### src/design/wb_settings.svh
//----------------------------------------
// Writeback and commit configuration
// Pipe count is supported from 1 to 4
// ROB depth must stay 2**WB_SEQ_BITS
//----------------------------------------

`ifndef WB_SETTINGS_SVH
`define WB_SETTINGS_SVH

// Number of execute pipes feeding writeback
`define WB_NUM_PIPES 2

// Sequence number width, wraps modulo the ROB depth
`define WB_SEQ_BITS 4

// One ROB slot per sequence number
`define WB_ROB_DEPTH (1 << `WB_SEQ_BITS)

`endif
### src/design/wb_pkg.sv
//----------------------------------------
// Shared writeback and commit types
// Field widths assume 32-bit pc/data
// and 32 architectural registers
//----------------------------------------

`include "wb_settings.svh"

package wb_pkg;

  typedef logic [`WB_SEQ_BITS-1:0] seq_t;

  // Result handed over by one execute pipe (74 bits)
  typedef struct packed {
    logic [31:0] pc;
    seq_t        seq;
    logic [4:0]  waddr;
    logic [31:0] wdata;
    logic        wen;
  } x_result_t;

  // Wakeup and bypass notice, same cycle as the transfer
  typedef struct packed {
    logic        val;
    seq_t        seq;
    logic [4:0]  waddr;
    logic [31:0] wdata;
    logic        wen;     // Already low for register 0
  } complete_t;

  // In-order release notice
  typedef struct packed {
    logic        val;
    seq_t        seq;
    logic [31:0] pc;
    logic [4:0]  waddr;
    logic [31:0] wdata;
    logic        wen;
  } commit_t;

  // Payload kept per ROB slot (70 bits), seq is the slot index
  typedef struct packed {
    logic [31:0] pc;
    logic [4:0]  waddr;
    logic [31:0] wdata;
    logic        wen;
  } rob_entry_t;

  typedef enum logic {
    SLOT_EMPTY = 1'b0,
    SLOT_FULL  = 1'b1
  } slot_state_e;

endpackage

### src/design/wb_commit_top.sv
//----------------------------------------
// Writeback and commit unit
// Valid/ready on execute inputs only
// complete and commit are valid-only
//----------------------------------------

`timescale 1ns/1ps

`include "wb_settings.svh"

module wb_commit_top import wb_pkg::*; #(
  parameter int NUM_PIPES = `WB_NUM_PIPES
) (
  input  logic                      clk,
  input  logic                      rst,
  input  logic      [NUM_PIPES-1:0] x_val,
  input  x_result_t [NUM_PIPES-1:0] x_result,
  output logic      [NUM_PIPES-1:0] x_rdy,
  output complete_t                 complete,
  output commit_t                   commit
);

  logic [NUM_PIPES-1:0] grant;
  seq_t [NUM_PIPES-1:0] x_seq;
  seq_t                 head;
  logic                 stage_val;
  seq_t                 stage_seq;
  rob_entry_t           stage_entry;

  for (genvar i = 0; i < NUM_PIPES; i++) begin : g_seq
    assign x_seq[i] = x_result[i].seq;
  end

  assign x_rdy = grant;   // Winner transfers this cycle

  wb_seq_arbiter #(.NUM_PIPES(NUM_PIPES)) u_arb (
    .clk   (clk),
    .rst   (rst),
    .x_val (x_val),
    .x_seq (x_seq),
    .head  (head),
    .grant (grant)
  );

  wb_stage #(.NUM_PIPES(NUM_PIPES)) u_stage (
    .clk         (clk),
    .rst         (rst),
    .x_result    (x_result),
    .grant       (grant),
    .complete    (complete),
    .stage_val   (stage_val),
    .stage_seq   (stage_seq),
    .stage_entry (stage_entry)
  );

  wb_rob u_rob (
    .clk       (clk),
    .rst       (rst),
    .ins_val   (stage_val),
    .ins_seq   (stage_seq),
    .ins_entry (stage_entry),
    .head      (head),
    .commit    (commit)
  );

endmodule

### src/design/wb_rob.sv
//----------------------------------------
// Reorder buffer, one slot per seq number
// At most WB_ROB_DEPTH results in flight
// Commit has no back-pressure
//----------------------------------------

`timescale 1ns/1ps

`include "wb_settings.svh"

module wb_rob import wb_pkg::*; (
  input  logic       clk,
  input  logic       rst,
  input  logic       ins_val,
  input  seq_t       ins_seq,
  input  rob_entry_t ins_entry,
  output seq_t       head,
  output commit_t    commit
);

  localparam int DEPTH = `WB_ROB_DEPTH;

  rob_entry_t  mem   [DEPTH];   // Payload storage
  slot_state_e state [DEPTH];
  seq_t        head_q;
  rob_entry_t  head_entry;
  logic        head_full;

  assign head       = head_q;
  assign head_entry = mem[head_q];
  assign head_full  = (state[head_q] == SLOT_FULL);

  //--------------------------------------
  // Commit notice from the head slot
  //--------------------------------------
  always_comb begin
    commit.val   = head_full;
    commit.seq   = head_q;
    commit.pc    = head_entry.pc;
    commit.waddr = head_entry.waddr;
    commit.wdata = head_entry.wdata;
    commit.wen   = head_entry.wen;
  end

  //--------------------------------------
  // Slot state and head pointer
  //--------------------------------------
  always_ff @(posedge clk) begin
    if (rst) begin
      head_q <= '0;
      for (int i = 0; i < DEPTH; i++) begin
        state[i] <= SLOT_EMPTY;
      end
    end else begin
      if (head_full) begin
        state[head_q] <= SLOT_EMPTY;
        head_q        <= head_q + 1'b1;   // Wraps past DEPTH-1
      end
      // Insert never targets a full head since seqs are unique
      if (ins_val) begin
        state[ins_seq] <= SLOT_FULL;
      end
    end
  end

  // Payload write, indexed by seq
  always_ff @(posedge clk) begin
    if (ins_val) begin
      mem[ins_seq] <= ins_entry;
    end
  end

endmodule

### src/design/wb_stage.sv
//----------------------------------------
// Writeback register stage
// Grant must be one-hot or zero
// Completion is combinational off grant
//----------------------------------------

`timescale 1ns/1ps

`include "wb_settings.svh"

module wb_stage import wb_pkg::*; #(
  parameter int NUM_PIPES = `WB_NUM_PIPES
) (
  input  logic                      clk,
  input  logic                      rst,
  input  x_result_t [NUM_PIPES-1:0] x_result,
  input  logic      [NUM_PIPES-1:0] grant,
  output complete_t                 complete,
  output logic                      stage_val,
  output seq_t                      stage_seq,
  output rob_entry_t                stage_entry
);

  localparam int RES_W = $bits(x_result_t);

  x_result_t sel;        // Granted result
  logic      sel_val;
  logic      sel_wen;    // wen with register 0 filtered

  //--------------------------------------
  // Select granted pipe
  //--------------------------------------
  always_comb begin
    sel     = '0;
    sel_val = 1'b0;
    for (int i = 0; i < NUM_PIPES; i++) begin
      // Mask with the grant bit, then OR everything together
      sel     = sel | (x_result[i] & {RES_W{grant[i]}});
      sel_val = sel_val | grant[i];
    end
  end

  // Register 0 is hardwired, never written
  assign sel_wen = sel.wen && (sel.waddr != '0);

  //--------------------------------------
  // Completion notice
  //--------------------------------------
  always_comb begin
    complete.val   = sel_val;
    complete.seq   = sel.seq;
    complete.waddr = sel.waddr;
    complete.wdata = sel.wdata;
    complete.wen   = sel_wen;
  end

  //--------------------------------------
  // Pipeline register toward the ROB
  //--------------------------------------
  always_ff @(posedge clk) begin
    if (rst) begin
      stage_val <= 1'b0;
    end else begin
      stage_val <= sel_val;
    end
  end

  // Payload only moves on a transfer
  always_ff @(posedge clk) begin
    if (sel_val) begin
      stage_seq         <= sel.seq;
      stage_entry.pc    <= sel.pc;
      stage_entry.waddr <= sel.waddr;
      stage_entry.wdata <= sel.wdata;
      stage_entry.wen   <= sel_wen;
    end
  end

endmodule

### src/design/wb_seq_arbiter.sv
//----------------------------------------
// Oldest-first arbiter over execute pipes
// Age is seq minus head, modulo the depth
// Assumes unique seq numbers in flight
//----------------------------------------

`timescale 1ns/1ps

`include "wb_settings.svh"

module wb_seq_arbiter import wb_pkg::*; #(
  parameter int NUM_PIPES = `WB_NUM_PIPES
) (
  input  logic                 clk,
  input  logic                 rst,
  input  logic [NUM_PIPES-1:0] x_val,
  input  seq_t [NUM_PIPES-1:0] x_seq,
  input  seq_t                 head,
  output logic [NUM_PIPES-1:0] grant
);

  // Tree padded up to a power of two in heap layout with root at 0
  localparam int LEVELS = $clog2(NUM_PIPES);
  localparam int PAD    = 1 << LEVELS;
  localparam int IDX_W  = (LEVELS > 0) ? LEVELS : 1;
  localparam int NODES  = 2 * PAD - 1;

  logic             node_val [NODES];
  seq_t             node_age [NODES];
  logic [IDX_W-1:0] node_idx [NODES];

  // No grants until the first edge after reset release
  logic arb_en;

  always_ff @(posedge clk) begin
    if (rst) begin
      arb_en <= 1'b0;
    end else begin
      arb_en <= 1'b1;
    end
  end

  //--------------------------------------
  // Leaves
  //--------------------------------------
  for (genvar j = 0; j < PAD; j++) begin : g_leaf
    if (j < NUM_PIPES) begin : g_real
      assign node_val[PAD-1+j] = x_val[j];
      assign node_age[PAD-1+j] = x_seq[j] - head;   // Wraps modulo depth
      assign node_idx[PAD-1+j] = IDX_W'(j);
    end else begin : g_pad
      assign node_val[PAD-1+j] = 1'b0;
      assign node_age[PAD-1+j] = '1;
      assign node_idx[PAD-1+j] = '0;
    end
  end

  //--------------------------------------
  // Comparison tree
  //--------------------------------------
  for (genvar k = 0; k < PAD - 1; k++) begin : g_node
    logic pick_r;

    // Right child wins only if valid and strictly older
    assign pick_r = node_val[2*k+2] &&
                    (!node_val[2*k+1] || (node_age[2*k+2] < node_age[2*k+1]));

    assign node_val[k] = node_val[2*k+1] | node_val[2*k+2];
    assign node_age[k] = pick_r ? node_age[2*k+2] : node_age[2*k+1];
    assign node_idx[k] = pick_r ? node_idx[2*k+2] : node_idx[2*k+1];
  end

  // One-hot decode of the winner
  for (genvar j = 0; j < NUM_PIPES; j++) begin : g_grant
    assign grant[j] = arb_en && node_val[0] && (node_idx[0] == IDX_W'(j));
  end

endmodule

### config.mk
export PLATFORM = sky130hd
export DESIGN_NAME = wb_commit_top
export DESIGN_NICKNAME = d
export VERILOG_FILES = /design/src/design/wb_pkg.sv /design/src/design/wb_commit_top.sv /design/src/design/wb_rob.sv /design/src/design/wb_stage.sv /design/src/design/wb_seq_arbiter.sv
export VERILOG_INCLUDE_DIRS = /design/src /design/src/design
export SDC_FILE = /design/constraint.sdc
export NUM_CORES = 1
export LEC_CHECK = 0
export BUFFER_PORTS_ARGS = -buffer_cell sky130_fd_sc_hd__buf_2
export CAP_MARGIN = 20
export CORE_MARGIN = 3
export CORE_UTILIZATION = 60
export DETAILED_ROUTE_END_ITERATION = 10
export PLACE_DENSITY = 0.75
export SYNTH_ARGS = -nofsm -noshare
export SYNTH_HDL_FRONTEND = slang
export SYNTH_HIERARCHICAL = 1
export SYNTH_SLANG_ARGS = --single-unit
### constraint.sdc
create_clock -name clk -period 12.25 [get_ports clk]
set_input_delay 1.8375 -clock clk [delete_from_list [all_inputs] [get_ports clk]]
set_output_delay 1.8375 -clock clk [all_outputs]
set_load 0.1 [all_outputs]
==> Word level (Yosys, flattened, before mapping) <==
Memories as Yosys holds them, arrays and structs flattened. A register that Yosys moved wholly into a read port is not among the register bits.
Index checks and enable logic that the tools add are counted.
{ "word_totals": {"mem_count": 2, "input_bits": 152, "elab_cells": 51, "ramBits": 1136, "reg_bits": 80, "out_inout_bits": 120} }
{ "classes": {"n_mux": 21, "n_addsub": 3, "n_reduce_logical": 10, "n_lt_le_gt_ge": 1, "bitwise": 6} }
{ "mem_list": {"columns": ["name", "words", "word_bits", "read_ports", "rd_clocked_by_memory_dff", "wr", "line", "source"], "rows": [
  ["u_rob.mem", 16, 70, 1, 1, 1, "wb_rob.sv:23", "rob_entry_t mem [DEPTH];"],
  ["u_rob.state", 16, 1, 1, 1, 16, "wb_rob.sv:24", "slot_state_e state [DEPTH];"]
]} }
{ "op_table": {"columns": ["op", "n"], "rows": [
  ["$and 74x74->74", 2],
  ["$or 74x74->74", 1],
  ["$mux 4", 6],
  ["$mux 1", 15],
  ["$sub 4x4->4", 2],
  ["$logic_and 1x1->1", 5],
  ["$reduce_bool 5->1", 1],
  ["$add 4x1->4 const B", 1],
  ["$lt 4x4->1", 1],
  ["$or 1x1->1", 2],
  ["$reduce_or 1->1", 2],
  ["$logic_not 1->1", 1],
  ["$logic_or 1x1->1", 1],
  ["$not 1->1", 1]
]} }

==> Logic depth before layout (Yosys ltp) <==
Gate-level depths: netlist (run 1).
{ "logic_depth": {"word_depth": 11, "depth_mapped": 14} }

==> Modules after synthesis <==
Netlist (run 1), hierarchy kept.
{ "by_module_without_submodules": {"columns": ["mod", "instances", "seq_area_each_um2", "area_per_inst_um2", "cells_each"], "rows": [
  ["wb_rob", 1, 34112.7, 43186.4, 1717],
  ["wb_stage", 1, 2242.2, 3324.4, 213],
  ["wb_seq_arbiter", 1, 20.0, 344.1, 40]
]} }

==> Least setup slack after synthesis (run 1) <==
No wires, ideal clock.
{ "synth_path": {"path_type": "in2out", "start": "in x_result[114] in the netlist's numbering", "end": "out complete[42] in the netlist's numbering", "t_arrival_ns": 6.576, "setup_slack_ns": 3.836, "cell_stages": 10, "t_required_ns": 10.412, "cell_sequence": "ha_1 -> nor2b_1 -> a221oi_2 -> xnor2_1 -> ha_1 -> o2111ai_1 -> a31oi_1 -> buf_6 -> or2_2 -> buf_4"} }
{ "synth_via": {"elab_chain_cells": 8} }
{ "synth_lines": {"columns": ["element", "line", "source"], "rows": [
  ["from (decl)", "wb_commit_top.sv:17", "input x_result_t [NUM_PIPES-1:0] x_result,"],
  ["$sub 4x4->4", "wb_seq_arbiter.sv:49", "assign node_age[PAD-1+j] = x_seq[j] - head;"],
  ["$lt 4x4->1", "wb_seq_arbiter.sv:66", "(!node_val[2*k+1] || (node_age[2*k+2] < node_age[2*k+1]));"],
  ["$logic_or 1x1->1", "wb_seq_arbiter.sv:66", null],
  ["$logic_and 1x1->1", "wb_seq_arbiter.sv:65", "assign pick_r = node_val[2*k+2] &&"],
  ["$mux 1", "wb_seq_arbiter.sv:70", "assign node_idx[k] = pick_r ? node_idx[2*k+2] : node_idx[2*k+1];"],
  ["$not 1->1", "wb_seq_arbiter.sv:75", "assign grant[j] = arb_en && node_val[0] && (node_idx[0] == IDX_W'(j));"],
  ["$logic_and 1x1->1", "wb_seq_arbiter.sv:75", null],
  ["via x_rdy[0]", "wb_commit_top.sv:18", "output logic [NUM_PIPES-1:0] x_rdy,"],
  ["$or 1x1->1", "wb_stage.sv:39", "sel_val = sel_val | grant[i];"],
  ["to (decl)", "wb_commit_top.sv:19", "output complete_t complete,"]
]} }
The timed path passes the listed nets, and every way through them passes these cells.

==> flow_metrics.env, run 1 <==
export IMPL_clockBufferDepth=3
export IMPL_setup_viol=0
export IMPL_numCtsBuffers=116
export IMPL_fillCellCount=4556
export IMPL_finalSetupTns_ns=0
export IMPL_ys_seq_area_frac=0.7763
export IMPL_post_drt_wl_per_cell_um=32.30
export IMPL_place_port_buffers=271
export IMPL_drv_cap=0
export IMPL_dieArea_um2=81480
export IMPL_insertion_delay_ns=0.68
export IMPL_slew_viol_final=0
export IMPL_ant_nets=0
export IMPL_reg2reg_depth=11
export IMPL_grt_usage=0.2731
export IMPL_crit_path_top_delay_cell="buf_4"
export IMPL_rrSetupSlack_ns=6.82
export IMPL_postCtsSetupRepairBufs=0
export IMPL_worstSetupPathType="in -> out"
export IMPL_syn_area_um2=46850
export IMPL_drt_initial_drc_count=2743
export IMPL_clock_sinks=1220
export IMPL_clk_pin_slew_worst_paths_ns=0.06
export IMPL_syn_area_per_cell_um2=23.78
export IMPL_placed_cells=3156
export IMPL_cts_repair_resized=0
export IMPL_drt_first_pass_iters=6
export IMPL_rsz0062_at_grt="no"
export IMPL_met3_wirelength_mm=11.17
export IMPL_tightest_slew_ns=1.115
export IMPL_grt_pass1_vias=23786
export IMPL_required_ns=10.41
export IMPL_nets=2411
export IMPL_syn_num_nets=2137
export IMPL_wl_met1_mm=39.76
export IMPL_hold_start="u_rob/state[9]"
export IMPL_worstReg2RegStart="u_rob/head[2]"
export IMPL_overflow=0
export IMPL_synthFlopType="edfxtp_1"
export IMPL_timing_rr_end="u_stage/stage_entry[39]"
export IMPL_startpoint_type="input pin"
export IMPL_crit_chain="buf_2, ha_1, nor2b_1, a221oi_2, xnor2_1, ha_1, o2111ai_1, a31oi_4, buf_4, a22o_1, nor3_1, a21oi_1, buf_2"
export IMPL_netlist_instances=1970
export IMPL_async_reset_ff_frac=0
export IMPL_syn_to_final_growth_pct=12.87
export IMPL_coreArea_um2=76710
export IMPL_finalCriticalPeriod_ns=8.048
export IMPL_yosys_register_bits=1220
export IMPL_rows=101
export IMPL_hpwl_mm=51.94
export IMPL_slew_headroom=0.2552
export IMPL_root_buffer="clkbuf_16"
export IMPL_top_layer="met5"
export IMPL_ys_types=45
export IMPL_yosysWarnings=6
export IMPL_grt_max_degree=160
export IMPL_ff_latch_area_um2=36390
export IMPL_vias_per_cell=6.618
export IMPL_status="completed"
export IMPL_p_leak_nw=16.71
export IMPL_antenna_found_initial=4
export IMPL_holdPathEnd="u_rob/state[9]"
export IMPL_multiInputGateArea_um2=9662
export IMPL_holdPathStages=2
export IMPL_fin_skew_ns=0.03203
export IMPL_wl_mm=109.1
export IMPL_cp_end_kind="primary output"
export IMPL_ir_drop_mv=0.1240
export IMPL_hp_class="reg -> reg"
export IMPL_path_max_fanout=61
export IMPL_wl_met2_mm=55.00
export IMPL_fmax_ghz=0.1243
export IMPL_vias=22350
export IMPL_cts_tree="built"
export IMPL_die_x_um=285.5
export IMPL_finalCritPeriodShare=0.6570
export IMPL_start_util=0.6108
export IMPL_synth_edff_count=1194
export IMPL_worst_endpoint_arrival_ns=6.21
export IMPL_grt_pass1_wl_mm=160.5
export IMPL_gp_congestion=0.8135
export IMPL_power_density_nw_per_um2=169.5
export IMPL_critPathMaxStageDelay_ns=0.76
export IMPL_final_cells=3377
export IMPL_ios=272
export IMPL_drive_above_1_share=0.3674
export IMPL_drc_errors=0
export IMPL_finalHoldViolations=0
export IMPL_hold_buffers=0
export IMPL_fp_dieH_um=285.5
export IMPL_htree_num_levels=3
## cell families (layout without fill, tap and decap cells)
family,count (synthesis),count (layout),share of synthesized area
compound gates,120,120,0.02046
xor+xnor,6,6,0.001122
fa+ha+maj,15,15,0.004326
buf+inv,172,548,0.01915
flops,1220,1220,0.7763
mux,360,360,0.1707
other cells,0,1,0
simple gates,77,77,0.007958
## flip-flops by register name, indices dropped and copies added (netlist names), named ones only
signal and flops:
u_stage/stage_seq 4, u_stage/stage_val 1, u_rob/head 4, u_stage/stage_entry 70, u_rob/state 16, u_rob/mem 1120, u_arb/arb_en 1
## layout by cell type (no fill, tap or decap), types with 3 or more instances in the layout
cell	instances
nand2b_1	3
clkbuf_8	4
nor2_1	14
o31ai_1	11
nor3_1	3
dfxtp_4	4
inv_1	12
clkbuf_16	118
clkinvlp_4	6
nor2b_1	10
buf_12	3
buf_4	33
mux2i_1	8
a211oi_1	4
clkinv_2	31
a22o_1	73
xnor2_1	6
inv_6	4
bufinv_16	11
edfxtp_1	1194
clkbuf_1	25
ha_1	13
mux4_2	351
o21ai_0	4
buf_2	271
clkinv_1	19
nand2_1	26
dfxtp_1	22
inv_4	9
nor2_4	6
a21oi_1	15
nand3_1	3
## worst max-delay path, delay by kind of cell
kind,cells,cell delay [ns]
simple gates,2,0.30
buf+inv,3,1.42
xor+xnor,1,0.12
fa+ha+maj,2,0.64
compound gates,5,1.84
## routing by layer
metal	track usage	up-vias
met2	0.4441	1337
li1	-	8954
met3	0.06104	227
met1	0.3768	11828
met5	0	-
met4	0.08879	4
## how the worst max path moves through the flow
stage	from	slack, ns	to
floorplan	x_result[114]	3.84	complete[42]
global placement	x_result[38]	4.42	complete[0]
detailed placement	x_result[114]	4.29	complete[0]
CTS	x_result[114]	4.22	complete[0]
global route	x_result[38]	4.03	complete[0]
finish	x_result[114]	4.20	complete[0]
## Yosys cell counts, types with 4 or more instances
master | n | area share
o21ai_0 | 4 | 0.00043
o31ai_1 | 11 | 0.0018
a21oi_1 | 15 | 0.0016
a211oi_1 | 4 | 0.00064
nor2b_1 | 10 | 0.0013
buf_1 | 6 | 0.00048
inv_1 | 21 | 0.0017
xnor2_1 | 6 | 0.0011
nor3_1 | 4 | 0.00043
dfxtp_1 | 26 | 0.011
mux2i_1 | 8 | 0.0017
a22o_1 | 73 | 0.014
buf_2 | 47 | 0.0050
clkbuf_1 | 47 | 0.0038
mux4_2 | 351 | 0.17
edfxtp_1 | 1194 | 0.77
nand2_1 | 26 | 0.0021
ha_1 | 13 | 0.0035
nor2_1 | 20 | 0.0016
buf_4 | 49 | 0.0079
## through the flow
stage	worst slack, ns	power (mW)	area [um2]	utilization	hold WS [ns]
floorplan	3.836	5.347	46850	-	0.4476
global placement	4.417	5.486	49110	0.6402	0.4619
detailed placement	4.290	5.514	49110	0.6402	0.4713
CTS	4.217	9.019	52880	0.6894	0.4799
global route	4.028	9.215	52880	0.6894	0.5060
finish	4.202	8.966	52890	0.6894	0.4833
## area by class of cell
type,instances,share of cell area
Sequential cell,1220,0.6881
Multi-Input combinational cell,578,0.1827
Clock buffer,147,0.05865
Timing Repair Buffer,307,0.03147
Tap cell,1030,0.02437
Clock inverter,73,0.01278
Inverter,21,0.001916
Antenna cell,1,0.00004732
## power breakdown
group	switching (mW)	total, mW	internal [mW]
Combinational	0.365	0.498	0.133
Sequential	0.145	4.93	4.79
Clock	1.51	3.54	2.02
Note: power is estimated with default switching activity, not from simulation.
==> inputs of run 2 (changes only) <==
- clock period: 12.25 -> 7.6 ns (I/O delays scaled with it)
==> run 2 against run 1 <==
Clock power rose by 58%. Critical endpoint unchanged. Design area barely moved. Clock-buffer cell count fell by 9. Global-route usage fell by 0.50 points. Sequential cell count did not move. Die area did not move. Register-to-register slack got worse by 3.9 ns. Highest routed layer unchanged. Wire length fell by 1.4%. Via count fell by 0.27%. Clock skew fell by 0.0069 ns. Utilization barely moved.
==> flow_metrics.env, run 2 (same netlist as run 1, synthesis figures left out) <==
export IMPL_status="completed"
export IMPL_largest_register="u_rob/mem"
export IMPL_clockBufferDepth=3
export IMPL_critPathMaxStageDelay_ns=0.64
export IMPL_crit_path_top_delay_cell="a31oi_4"
export IMPL_finalCriticalPeriod_ns=6.157
export IMPL_timing_rr_end="u_stage/stage_entry[46]"
export IMPL_setup_viol=0
export IMPL_grt_max_degree=143
export IMPL_gp_congestion=0.7802
export IMPL_antenna_found_initial=1
export IMPL_drt_first_pass_iters=5
export IMPL_drt_initial_drc_count=2658
export IMPL_fmax_ghz=0.1624
export IMPL_final_common_cell="edfxtp_1"
export IMPL_postCtsSetupRepairBufs=0
export IMPL_dieArea_um2=81480
export IMPL_cpLargestDelayFamily="compound AO/OA/AOI/OAI gates"
export IMPL_hold_start="u_rob/state[1]"
export IMPL_hold_buffers=0
export IMPL_grt_pass1_vias=23334
export IMPL_nets=2414
export IMPL_p_leak_nw=16.69
export IMPL_finalHoldViolations=0
export IMPL_coreArea_um2=76710
export IMPL_hp_class="reg -> reg"
export IMPL_worstReg2RegStart="u_rob/head[2]"
export IMPL_numCtsBuffers=115
export IMPL_drive_above_1_share=0.3618
export IMPL_fillCellCount=4474
export IMPL_grt_usage=0.2681
export IMPL_finalCritPeriodShare=0.8101
export IMPL_grt_pass1_wl_mm=157.2
export IMPL_vias_per_cell=6.612
export IMPL_fin_skew_ns=0.02509
export IMPL_place_port_buffers=271
export IMPL_drv_cap=0
export IMPL_rrSetupSlack_ns=2.93
export IMPL_mostFrequentLayoutCells="1194 x edfxtp_1, 351 x mux4_2, 271 x buf_2, 117 x clkbuf_16, 73 x a22o_1"
export IMPL_crit_chain="inv_1, ha_1, nor2b_1, a221oi_2, xnor2_1, ha_1, o2111ai_1, a31oi_4, buf_16, a22o_1, nor2_1, a21oi_1, buf_2"
export IMPL_drc_errors=0
export IMPL_slew_headroom=0.2607
export IMPL_cp_buffers_inverters=3
export IMPL_die_x_um=285.5
export IMPL_fp_dieH_um=285.5
export IMPL_path_max_fanout=16
export IMPL_dp_slack_ns=1.269
export IMPL_root_buffer="clkbuf_16"
export IMPL_start_util=0.6108
export IMPL_insertion_delay_ns=0.68
export IMPL_post_drt_wl_per_cell_um=31.90
export IMPL_setup_ws_ns=1.443
export IMPL_diodes=0
export IMPL_slew_viol_final=0
export IMPL_power_density_nw_per_um2=271.8
export IMPL_reg_top3="u_rob/mem (1120), u_stage/stage_entry (70), u_rob/state (16)"
export IMPL_placed_cell_area_um2=49120
export IMPL_worstSetupPathType="reg -> out"
export IMPL_wl_met2_mm=53.27
export IMPL_ant_nets=0
export IMPL_wl_met1_mm=39.89
export IMPL_holdPathEnd="u_rob/state[1]"
export IMPL_holdPathStages=2
export IMPL_vias=22289
export IMPL_clock_sinks=1220
export IMPL_required_ns=6.46
export IMPL_htree_num_levels=3
export IMPL_worst_endpoint_arrival_ns=5.02
export IMPL_cp_common_cell="ha_1"
export IMPL_ios=272
export IMPL_syn_to_final_growth_pct=12.83
export IMPL_clk_pin_slew_worst_paths_ns=0.07
export IMPL_cp_end_kind="primary output"
export IMPL_finalSetupTns_ns=0
export IMPL_design_area_um2=52870
export IMPL_tightest_slew_ns=1.109
export IMPL_rsz0062_at_grt="no"
export IMPL_ff_latch_area_um2=36390
export IMPL_multiInputGateArea_um2=9662
export IMPL_reg2reg_depth=10
export IMPL_startpoint_type="flip-flop"
export IMPL_cts_tree="built"
export IMPL_top_layer="met5"
export IMPL_final_util=0.6892
export IMPL_overflow=0
export IMPL_wl_mm=107.5
export IMPL_met3_wirelength_mm=10.76
export IMPL_largest_register_ffs=1120
export IMPL_finalPower_mw=14.37
export IMPL_hpwl_mm=52.09
export IMPL_cts_repair_resized=0
export IMPL_ir_drop_mv=0.2116
export IMPL_rows=101
## run 2: cell count changes in the layout (fill, tap and decap cells not counted), sizes merged
cell,change
diode,-1
clkbuf,-9
buf,+4
inv,+1
bufinv,+1
clkinvlp,-2
## run 2: how the worst max path moves through the flow
stage | startpoint | endpoint | slack, ns | depth (start not counted)
after detailed placement | x_result[114] | complete[0] | 1.27 | 13
final | u_rob/head[2] | complete[0] | 1.44 | 13
after global placement | x_result[114] | complete[0] | 1.43 | 13
after global routing | u_rob/head[2] | complete[0] | 1.26 | 12
after CTS | u_rob/head[2] | complete[0] | 1.08 | 13
after floorplan | u_rob/head[2] | complete[42] | 0.48 | 12
## run 2: layout make-up
class | count | share of cell area
Timing Repair Buffer | 311 | 0.03280
Sequential cell | 1220 | 0.6883
Clock inverter | 73 | 0.01292
Clock buffer | 138 | 0.05687
Inverter | 21 | 0.001917
Multi-Input combinational cell | 578 | 0.1828
Tap cell | 1030 | 0.02438
## run 2: report_power, final
part           switching (mW)  total, mW  leakage [nW]  internal [mW]
Sequential              0.236       7.95          11.1           7.72
Clock                    2.40       5.61          1.80           3.22
Combinational           0.586      0.803          3.80          0.217
Total                    3.22       14.4          16.7           11.2
## run 2: per-layer routing
metal,vias up,track usage
li1,8950,-
met1,11684,0.3777
met2,1414,0.4265
met3,239,0.05920
met4,2,0.09161
met5,-,0
## run 2: worst register-to-register path, stage by stage (launching register included)
cell      delay, ns
dfxtp_1        0.54
inv_1          0.14
ha_1           0.38
nor2b_1        0.18
a221oi_2       0.29
xnor2_1        0.16
ha_1           0.26
a21oi_1        0.31
a41o_4         0.69
or2_4          0.52
buf_4          0.78
## run 2: through the flow
| stage | instances | hold slack, ns |
|---|---|---|
| floorplan | 1970 | 0.4476 |
| global placement | 3158 | 0.4594 |
| detailed placement | 3158 | 0.4682 |
| CTS | 3369 | 0.4781 |
| global route | 3371 | 0.4891 |
| finish | 3371 | 0.4828 |
